## config.mk

```make
export PLATFORM = sky130hd
export DESIGN_NAME = trafficController
export DESIGN_NICKNAME = d
export VERILOG_FILES = /design/src/design/trafficPkg.sv /design/src/design/phaseSequencer.sv /design/src/design/requestLatch.sv /design/src/design/signalHeads.sv /design/src/design/timingRegs.sv /design/src/design/trafficController.sv
export SDC_FILE = /design/constraint.sdc
export NUM_CORES = 1
export LEC_CHECK = 0
export BUFFER_PORTS_ARGS = -buffer_cell sky130_fd_sc_hd__buf_2
export CORE_MARGIN = 1.5
export CORE_UTILIZATION = 54
export DETAILED_ROUTE_END_ITERATION = 12
export HOLD_SLACK_MARGIN = 0.12
export PLACE_DENSITY = 0.87
export SETUP_SLACK_MARGIN = 0.1
export SYNTH_ARGS = -nofsm -noshare
export SYNTH_HDL_FRONTEND = slang
export SYNTH_SLANG_ARGS = --single-unit
```

## constraint.sdc

```tcl
create_clock -name CLOCK -period 2.91 [get_ports CLOCK]
set_input_delay 0.291 -clock CLOCK [delete_from_list [all_inputs] [get_ports CLOCK]]
set_output_delay 0.291 -clock CLOCK [all_outputs]
set_load 0.02 [all_outputs]
```

## src/design/trafficPkg.sv

```systemverilog
package trafficPkg;

	// Phases in sequence order, allRed1 is the reset and emergency phase
	typedef enum logic [2:0] {
		majGreen  = 3'd0,
		majYellow = 3'd1,
		allRed1   = 3'd2,
		minGreen  = 3'd3,
		minYellow = 3'd4,
		allRed2   = 3'd5
	} phaseT;

	// Clock cycles per one second tick, small for simulation
	localparam int TICK_CYCLES = 4;
	localparam int TICK_W = $clog2(TICK_CYCLES);
	localparam logic [TICK_W-1:0] TICK_LAST = TICK_W'(TICK_CYCLES - 1); // Last prescaler count

	// Durations after reset, in seconds
	localparam logic [7:0] DEF_GREEN_MAJ = 8'd8;
	localparam logic [7:0] DEF_GREEN_MIN = 8'd5;
	localparam logic [7:0] DEF_YELLOW    = 8'd2;
	localparam logic [7:0] DEF_ALL_RED   = 8'd1;

	// Register map, word addresses
	localparam logic [2:0] ADDR_CTRL      = 3'd0;
	localparam logic [2:0] ADDR_GREEN_MAJ = 3'd1;
	localparam logic [2:0] ADDR_GREEN_MIN = 3'd2;
	localparam logic [2:0] ADDR_YELLOW    = 3'd3;
	localparam logic [2:0] ADDR_ALL_RED   = 3'd4;
	localparam logic [2:0] ADDR_STATUS    = 3'd5; // Read only

	// Control word bits
	localparam int CTRL_SENSOR = 0; // 1 = sensor mode, 0 = timer mode
	localparam int CTRL_EMERG  = 1; // Police emergency switch

	// Segments {g,f,e,d,c,b,a}, active high
	localparam logic [6:0] SEG_BLANK = 7'b000_0000;

endpackage

```

## src/design/phaseSequencer.sv

```systemverilog
`timescale 1ns/10ps

module phaseSequencer (
	input  logic              CLOCK,
	input  logic              arstN,
	input  logic              sensorMode,
	input  logic              emergency,
	input  logic [7:0]        greenMaj,
	input  logic [7:0]        greenMin,
	input  logic [7:0]        yellow,
	input  logic [7:0]        allRed,
	input  logic              requestPending,
	output trafficPkg::phaseT phase,
	output logic [7:0]        secondsLeft,  // Whole seconds after the current one
	output logic              tick
);

	logic [trafficPkg::TICK_W-1:0] tickCnt;  // Prescaler
	logic [7:0] secCnt;
	logic       emergQ;     // Emergency last cycle
	logic       recoverQ;   // Leave allRed1 to majGreen, after reset or emergency
	logic       emergEdge;  // Emergency just set or released
	logic       expired;    // Last second of the phase is over
	logic       hold;       // Sensor mode waiting for a request
	logic       leave;
	trafficPkg::phaseT nextPhase;
	logic [7:0] nextDur;

	assign emergEdge = emergency ^ emergQ;

	// Tick suppressed on the cycle the prescaler restarts for emergency
	assign tick = (tickCnt == trafficPkg::TICK_LAST) && !emergEdge;

	assign expired = tick && (secCnt == 8'd0);
	assign hold    = (phase == trafficPkg::majGreen) && sensorMode && !requestPending;
	assign leave   = expired && !hold;

	always_comb begin
		case (phase)
			trafficPkg::majGreen:  nextPhase = trafficPkg::majYellow;
			trafficPkg::majYellow: nextPhase = trafficPkg::allRed1;
			// Restart goes back to the major street first
			trafficPkg::allRed1:   nextPhase = recoverQ ? trafficPkg::majGreen
			                                            : trafficPkg::minGreen;
			trafficPkg::minGreen:  nextPhase = trafficPkg::minYellow;
			trafficPkg::minYellow: nextPhase = trafficPkg::allRed2;
			trafficPkg::allRed2:   nextPhase = trafficPkg::majGreen;
			default:               nextPhase = trafficPkg::allRed1;  // Unused codes
		endcase
	end

	// Duration of the phase about to be entered
	always_comb begin
		case (nextPhase)
			trafficPkg::majGreen:  nextDur = greenMaj;
			trafficPkg::minGreen:  nextDur = greenMin;
			trafficPkg::majYellow,
			trafficPkg::minYellow: nextDur = yellow;
			default:               nextDur = allRed;
		endcase
	end

	always_ff @(posedge CLOCK or negedge arstN) begin
		if (!arstN) begin
			tickCnt <= '0;
			emergQ  <= 1'b0;
		end else begin
			emergQ <= emergency;
			// Wraps on every tick, phase entry always lines up with a wrap
			if (tick || emergEdge)
				tickCnt <= '0;
			else
				tickCnt <= tickCnt + 1'b1;
		end
	end

	always_ff @(posedge CLOCK or negedge arstN) begin
		if (!arstN) begin
			phase    <= trafficPkg::allRed1;
			secCnt   <= trafficPkg::DEF_ALL_RED - 8'd1;
			recoverQ <= 1'b1;
		end else if (emergency) begin
			// Frozen in allRed1, count kept full
			phase    <= trafficPkg::allRed1;
			secCnt   <= allRed - 8'd1;
			recoverQ <= 1'b1;
		end else if (emergEdge) begin
			secCnt <= allRed - 8'd1;  // Release, allRed1 starts over
		end else if (leave) begin
			phase  <= nextPhase;
			secCnt <= nextDur - 8'd1;  // Durations are never zero
			if (phase == trafficPkg::allRed1)
				recoverQ <= 1'b0;
		end else if (tick && (secCnt != 8'd0)) begin
			secCnt <= secCnt - 8'd1;
		end
	end

	assign secondsLeft = secCnt;

endmodule

```

## src/design/requestLatch.sv

```systemverilog
`timescale 1ns/10ps

module requestLatch (
	input  logic              CLOCK,
	input  logic              arstN,
	input  logic              walkButton,  // Asynchronous
	input  logic              carSensor,   // Asynchronous
	input  trafficPkg::phaseT phase,
	output logic              requestPending
);

	logic walkS1, walkS2;  // Button synchronizer
	logic carS1, carS2;    // Sensor synchronizer
	logic minGreenQ;       // Phase was minGreen last cycle
	logic clearReq;

	always_ff @(posedge CLOCK or negedge arstN) begin
		if (!arstN) begin
			walkS1 <= 1'b0;
			walkS2 <= 1'b0;
			carS1  <= 1'b0;
			carS2  <= 1'b0;
		end else begin
			walkS1 <= walkButton;
			walkS2 <= walkS1;
			carS1  <= carSensor;
			carS2  <= carS1;
		end
	end

	// Clear only on minGreen entry, later presses stay latched
	assign clearReq = (phase == trafficPkg::minGreen) && !minGreenQ;

	always_ff @(posedge CLOCK or negedge arstN) begin
		if (!arstN) begin
			minGreenQ      <= 1'b0;
			requestPending <= 1'b0;
		end else begin
			minGreenQ <= (phase == trafficPkg::minGreen);
			if (clearReq)
				requestPending <= 1'b0;  // Served by this minor green
			else if (walkS2 || carS2)
				requestPending <= 1'b1;  // Sticky
		end
	end

endmodule

```

## src/design/signalHeads.sv

```systemverilog
`timescale 1ns/10ps

module signalHeads (
	input  logic              CLOCK,
	input  logic              arstN,
	input  trafficPkg::phaseT phase,
	input  logic [7:0]        secondsLeft,
	input  logic              tick,
	input  logic              emergency,
	output logic [2:0]        lampMaj,  // {red, yellow, green}
	output logic [2:0]        lampMin,
	output logic              walkMaj,
	output logic              dontWalkMaj,
	output logic              walkMin,
	output logic              dontWalkMin,
	output logic [6:0]        segMaj,   // {g,f,e,d,c,b,a}
	output logic [6:0]        segMin
);

	logic       blinkQ;    // Emergency red state
	logic [3:0] digit;     // Countdown clipped to one digit
	logic [6:0] digitSeg;

	function automatic logic [6:0] segOf(input logic [3:0] d);
		case (d)
			4'd0:    segOf = 7'b011_1111;
			4'd1:    segOf = 7'b000_0110;
			4'd2:    segOf = 7'b101_1011;
			4'd3:    segOf = 7'b100_1111;
			4'd4:    segOf = 7'b110_0110;
			4'd5:    segOf = 7'b110_1101;
			4'd6:    segOf = 7'b111_1101;
			4'd7:    segOf = 7'b000_0111;
			4'd8:    segOf = 7'b111_1111;
			4'd9:    segOf = 7'b110_1111;
			default: segOf = trafficPkg::SEG_BLANK;
		endcase
	endfunction

	// Reds start lit when emergency begins, then toggle each second
	always_ff @(posedge CLOCK or negedge arstN) begin
		if (!arstN)
			blinkQ <= 1'b1;
		else if (!emergency)
			blinkQ <= 1'b1;
		else if (tick)
			blinkQ <= ~blinkQ;
	end

	assign digit    = (secondsLeft > 8'd9) ? 4'd9 : secondsLeft[3:0];
	assign digitSeg = segOf(digit);

	always_comb begin
		lampMaj = 3'b100;  // Red unless the phase says otherwise
		lampMin = 3'b100;
		walkMaj = 1'b0;
		walkMin = 1'b0;
		segMaj  = trafficPkg::SEG_BLANK;
		segMin  = trafficPkg::SEG_BLANK;
		case (phase)
			trafficPkg::majGreen: begin
				lampMaj = 3'b001;
				walkMin = 1'b1;      // Minor crosswalk crosses stopped minor street
				segMin  = digitSeg;
			end
			trafficPkg::majYellow: lampMaj = 3'b010;
			trafficPkg::minGreen: begin
				lampMin = 3'b001;
				walkMaj = 1'b1;
				segMaj  = digitSeg;
			end
			trafficPkg::minYellow: lampMin = 3'b010;
			default: ; // All red
		endcase
		if (emergency) begin
			lampMaj = {blinkQ, 2'b00};
			lampMin = {blinkQ, 2'b00};
			walkMaj = 1'b0;
			walkMin = 1'b0;
			segMaj  = trafficPkg::SEG_BLANK;
			segMin  = trafficPkg::SEG_BLANK;
		end
	end

	assign dontWalkMaj = ~walkMaj;
	assign dontWalkMin = ~walkMin;

endmodule

```

## src/design/timingRegs.sv

```systemverilog
`timescale 1ns/10ps

module timingRegs (
	input  logic               CLOCK,
	input  logic               arstN,
	input  logic               cyc,
	input  logic               stb,
	input  logic               we,
	input  logic [2:0]         adr,
	input  logic [31:0]        datW,
	input  logic               requestPending,
	input  trafficPkg::phaseT  phase,
	output logic               ack,
	output logic [31:0]        datR,
	output logic               sensorMode,
	output logic               emergency,
	output logic [7:0]         greenMaj,
	output logic [7:0]         greenMin,
	output logic [7:0]         yellow,
	output logic [7:0]         allRed
);

	logic [1:0] ctrlQ;   // {emergency, sensor}
	logic       access;  // Cycle that raises ack
	logic [7:0] durIn;   // Written duration, never zero
	logic [31:0] readMux;

	// New access only when ack is low, so ack never stays up two cycles
	assign access = cyc & stb & ~ack;

	// Zero length phase not allowed, store as one second
	assign durIn = (datW[7:0] == 8'd0) ? 8'd1 : datW[7:0];

	always_ff @(posedge CLOCK or negedge arstN) begin
		if (!arstN) begin
			ack <= 1'b0;
		end else begin
			ack <= access;
		end
	end

	// Writes land on the edge that raises ack
	always_ff @(posedge CLOCK or negedge arstN) begin
		if (!arstN) begin
			ctrlQ    <= 2'b00;  // Timer mode, no emergency
			greenMaj <= trafficPkg::DEF_GREEN_MAJ;
			greenMin <= trafficPkg::DEF_GREEN_MIN;
			yellow   <= trafficPkg::DEF_YELLOW;
			allRed   <= trafficPkg::DEF_ALL_RED;
		end else if (access && we) begin
			case (adr)
				trafficPkg::ADDR_CTRL:      ctrlQ    <= datW[1:0];
				trafficPkg::ADDR_GREEN_MAJ: greenMaj <= durIn;
				trafficPkg::ADDR_GREEN_MIN: greenMin <= durIn;
				trafficPkg::ADDR_YELLOW:    yellow   <= durIn;
				trafficPkg::ADDR_ALL_RED:   allRed   <= durIn;
				default: ; // STATUS and holes ignore writes
			endcase
		end
	end

	assign sensorMode = ctrlQ[trafficPkg::CTRL_SENSOR];
	assign emergency  = ctrlQ[trafficPkg::CTRL_EMERG];

	// Address held by master until ack, so a plain mux is enough
	always_comb begin
		case (adr)
			trafficPkg::ADDR_CTRL:      readMux = {30'd0, ctrlQ};
			trafficPkg::ADDR_GREEN_MAJ: readMux = {24'd0, greenMaj};
			trafficPkg::ADDR_GREEN_MIN: readMux = {24'd0, greenMin};
			trafficPkg::ADDR_YELLOW:    readMux = {24'd0, yellow};
			trafficPkg::ADDR_ALL_RED:   readMux = {24'd0, allRed};
			// Bits 2:0 live phase, bit 3 pending request
			trafficPkg::ADDR_STATUS:    readMux = {28'd0, requestPending, phase};
			default:                    readMux = 32'd0;
		endcase
	end

	assign datR = readMux;

endmodule

```

## src/design/trafficController.sv

```systemverilog
`timescale 1ns/10ps

module trafficController (
	input  logic        CLOCK,
	input  logic        arstN,
	input  logic        cyc,         // Wishbone classic slave
	input  logic        stb,
	input  logic        we,
	input  logic [2:0]  adr,
	input  logic [31:0] datW,
	output logic        ack,
	output logic [31:0] datR,
	input  logic        walkButton,
	input  logic        carSensor,
	output logic [2:0]  lampMaj,
	output logic [2:0]  lampMin,
	output logic        walkMaj,
	output logic        dontWalkMaj,
	output logic        walkMin,
	output logic        dontWalkMin,
	output logic [6:0]  segMaj,
	output logic [6:0]  segMin
);

	logic              sensorMode;
	logic              emergency;
	logic [7:0]        greenMaj;
	logic [7:0]        greenMin;
	logic [7:0]        yellow;
	logic [7:0]        allRed;
	logic              requestPending;
	trafficPkg::phaseT phase;
	logic [7:0]        secondsLeft;
	logic              tick;

	timingRegs i_timingRegs (
		.CLOCK(CLOCK), .arstN(arstN),
		.cyc(cyc), .stb(stb), .we(we), .adr(adr), .datW(datW),
		.requestPending(requestPending), .phase(phase),
		.ack(ack), .datR(datR),
		.sensorMode(sensorMode), .emergency(emergency),
		.greenMaj(greenMaj), .greenMin(greenMin), .yellow(yellow), .allRed(allRed)
	);

	requestLatch i_requestLatch (
		.CLOCK(CLOCK), .arstN(arstN),
		.walkButton(walkButton), .carSensor(carSensor),
		.phase(phase), .requestPending(requestPending)
	);

	phaseSequencer i_phaseSequencer (
		.CLOCK(CLOCK), .arstN(arstN),
		.sensorMode(sensorMode), .emergency(emergency),
		.greenMaj(greenMaj), .greenMin(greenMin), .yellow(yellow), .allRed(allRed),
		.requestPending(requestPending),
		.phase(phase), .secondsLeft(secondsLeft), .tick(tick)
	);

	signalHeads i_signalHeads (
		.CLOCK(CLOCK), .arstN(arstN),
		.phase(phase), .secondsLeft(secondsLeft), .tick(tick), .emergency(emergency),
		.lampMaj(lampMaj), .lampMin(lampMin),
		.walkMaj(walkMaj), .dontWalkMaj(dontWalkMaj),
		.walkMin(walkMin), .dontWalkMin(dontWalkMin),
		.segMaj(segMaj), .segMin(segMin)
	);

endmodule

```

==> results.py <==
metrics = {
    "status": {
        "outcome": "completed",
    },
    "pwr": {
        "seqPwrFrac": 0.310,
        "combPwrFrac": 0.499,
        "p_switching_mw": 1.76,
        "power_density_nw_per_um2": 895,
        "p_int_mw": 2.30,
        "fin_total_pwr_mw": 4.06,
        "swShare": 0.434,
        "pwr-share-clk": 0.192,
        "p_leak_nw": 2.09,
        "vdd_drop_max_mv": 0.428,
    },
    "clock_network": {
        "clock-sinks": 57,
        "clockRootBuffer": "clkbuf_8",
        "clk_pin_slew_worst_paths_ns": 0.07,
        "clk_latency_ns": 0.36,
        "cts_tree": "built",
        "h-tree-depth": 3,
        "cts_made_buffers": 9,
        "cts_buffer_depth": 2,
    },
    "floorplan": {
        "die_w_microns": 88.0,
        "die-area_sq_um": 7750,
        "coreArea_sq_um": 6910,
        "start_util": 0.565,
        "io_pins": 99,
        "std_cell_rows": 30,
        "die_h_microns": 88.0,
    },
    "worst_setup_path": {
        "crit_cells": 8,
        "crit-reg2reg-launch": "i_phaseSequencer.secondsLeft[6]",
        "rr_endpoint": "i_phaseSequencer.secondsLeft[4]",
        "r2r_slack_ns": 0.22,
        "cpLargestDelayFamily": "simple AND/OR/NAND/NOR gates",
        "r2r_cells": 10,
        "max_stage_delay_ns": 0.58,
        "crit_type": "flip-flop to output pin",
        "cp.arrival_ns": 2.50,
        "crit_path_start": "i_phaseSequencer.secondsLeft[6]",
        "worstSetupStartpointType": "flip-flop",
        "end_kind": "output pin",
        "endpoint": "segMaj[3]",
        "cp_max_fo": 4,
        "worstPathCellList": "or4_4 > a211o_1 > inv_2 > ha_1 > nand2b_4 > a21oi_4 > nor2_1 > buf_4",
        "cp.required_ns": 2.62,
        "worst-path-buf-inv": 2,
        "crit_slowest_cell": "or4_4",
    },
    "global_route": {
        "gr-total-overflow": 0,
        "grt_max_degree": 41,
        "antenna_found_initial": 0,
        "groute.usage.overall": 0.278,
        "grt_pass1_vias": 3375,
        "grt_pass1_wl_microns": 16300,
    },
    "timing": {
        "tns_ns": 0,
        "fin_worst_skew_ns": 0.00755,
        "setup_viol": 0,
        "worstMarginPinSlew_ns": 0.633,
        "holdWs_ns": 0.169,
        "min_period_ns": 2.79,
        "grt_setup_unrepaired": "true",
        "final_hold_viol_count": 0,
        "maxSlewHeadroom": 0.574,
        "max_freq_mhz": 358,
        "timing.final.crit_share": 0.959,
        "final_max_slew_viol_count": 0,
        "setup_slack_ns": 0.120,
    },
    "min_path": {
        "holdPathStages": 3,
        "hold_class": "input pin to flip-flop",
    },
    "yosys": {
        "synthCells": 427,
        "synthArstFlopShare": 1.00,
        "ys.warnings.count": 0,
        "seq_area_frac_synth": 0.368,
        "avgSynthCellArea_sq_um": 9.15,
        "ys.flop_type": "dfrtp_1",
        "yosys.area.top_type": "dfrtp_1",
        "yosysMostFrequentCell": "dfrtp_1",
        "ys_seq_elements": 57,
        "synth_top_area_frac": 0.314,
        "synthesis.area_sq_um": 3900,
        "synth_edf_count": 0,
        "synth_common_cells": "dfrtp_1 (49), nor2_1 (44), mux2_2 (37)",
        "synth_cell_type_count": 66,
        "yosys-top-cells-area": "dfrtp_1 (31%), mux2_2 (11%), dfstp_2 (5.4%)",
    },
    "final_layout": {
        "layout.cell_area.non_filler_sq_um": 4530,
        "finalNonFillerCells": 589,
        "area_growth_pct": 16.1,
        "drive_above_1_share": 0.318,
        "final_nets": 540,
        "diodes": 0,
        "post-route-util": 0.656,
    },
    "placement": {
        "dp_hpwl_microns": 7200,
        "portBuffers": 50,
        "postPlaceCellArea_sq_um": 4170,
        "dp_slack_ns": 0.113,
        "gp_congestion": 0.965,
        "placed_cells": 563,
    },
    "routing": {
        "via_count": 3491,
        "viasPerCell": 5.93,
        "drt_first_pass_iters": 7,
        "ant_nets": 0,
        "routed_wl_microns": 9970,
        "wl_per_cell_microns": 16.9,
        "drc": 0,
        "drtIter0Drc": 440,
    },
    "run": {
        "cap_viol_max_count": 0,
    },
}
[worst reg2reg max path, cell delays in order, from the launching register on]
cell      delay (ns)
dfrtp_1         0.39
or4_4           0.58
nor4_2          0.25
nand2_2         0.09
nor3_1          0.32
nor2_1          0.09
ha_1            0.24
nand2b_1        0.13
a211oi_2        0.07
o31ai_1         0.29
a222oi_1        0.11
[kinds of logic after synthesis]
logic type      count (synthesis)  synth area share
simple gates                  141             0.182
compound gates                102             0.180
buf+inv                        64            0.0942
flops                          57             0.368
mux                            39             0.112
xor+xnor                       12            0.0288
fa+ha+maj                      11            0.0346
other cells                     1          0.000960
[routing by layer]
metal  wire, microns  up-vias  share of wire  global-route usage
met5               0        -              0                   0
li1                -     1600              -                   -
met4             278        0          0.028               0.124
met3             862       29          0.086              0.0556
met1            4030     1655           0.40               0.350
met2            4800      207           0.48               0.463
[registers in the layout, indices dropped and copies added (netlist names), 2 cells and up]
signal and count:
i_phaseSequencer.phase 3, i_phaseSequencer.secondsLeft 8, i_phaseSequencer.tickCnt 2, i_timingRegs.allRed 8, i_timingRegs.ctrlQ 2, i_timingRegs.greenMaj 8, i_timingRegs.greenMin 8, i_timingRegs.yellow 8
[power by group through the flow]
stage | combinational [mW] | clock, mW | sequential [mW]
after floorplan | 1.45 | 0 | 1.15
after global routing | 2.21 | 0.814 | 1.29
after detailed placement | 1.84 | 0 | 1.26
after global placement | 1.78 | 0 | 1.25
after CTS | 1.91 | 0.786 | 1.24
final | 2.02 | 0.777 | 1.26
[timing repair]
item / in CTS / in global routing
setup endpoints to repair: 11 / 16
hold buffers: 3 / 0
resized for setup: 3 / 18
hold endpoints to repair: 19 / 0
setup buffers: 5 / 2
pin swaps: 3 / 2
[worst min path at each step]
stage	slack, ns	from	to
floorplan	-0.005	arstN	i_phaseSequencer.emergQ
global placement	0.24	arstN	i_timingRegs.ack
detailed placement	0.24	arstN	i_timingRegs.ack
CTS	0.16	cyc	i_timingRegs.ack
global route	0.19	stb	i_timingRegs.ack
finish	0.17	stb	i_timingRegs.ack
[layout by cell type, fill, tap and decap left out, drive strengths merged, types with 3 or more instances in the layout]
master	instances
buf	74
dfrtp	49
nor2	44
mux2	37
nand2	37
o21ai	28
conb	24
a21oi	16
inv	14
a22oi	12
clkbuf	12
nor3	11
ha	10
nand2b	9
dfstp	8
xnor2	7
o22ai	6
nor4	6
and2	5
nor2b	5
xor2	5
o41ai	4
nor3b	4
nand3	4
or3	4
a31oi	4
a211o	3
and3	3
a32oi	3
o221ai	3
o31ai	3
dlygate4sd3	3
or2	3
[area by class of cell]
class,instances,area (sq um)
clock inverter,4,51.3
tap,96,120
clock buffer,12,155
timing repair buffer,77,475
sequential,57,1440
multi-input combinational,329,2240
fill,547,2370
inverter,14,52.6
No activity file was read; power rests on OpenSTA's default activity.
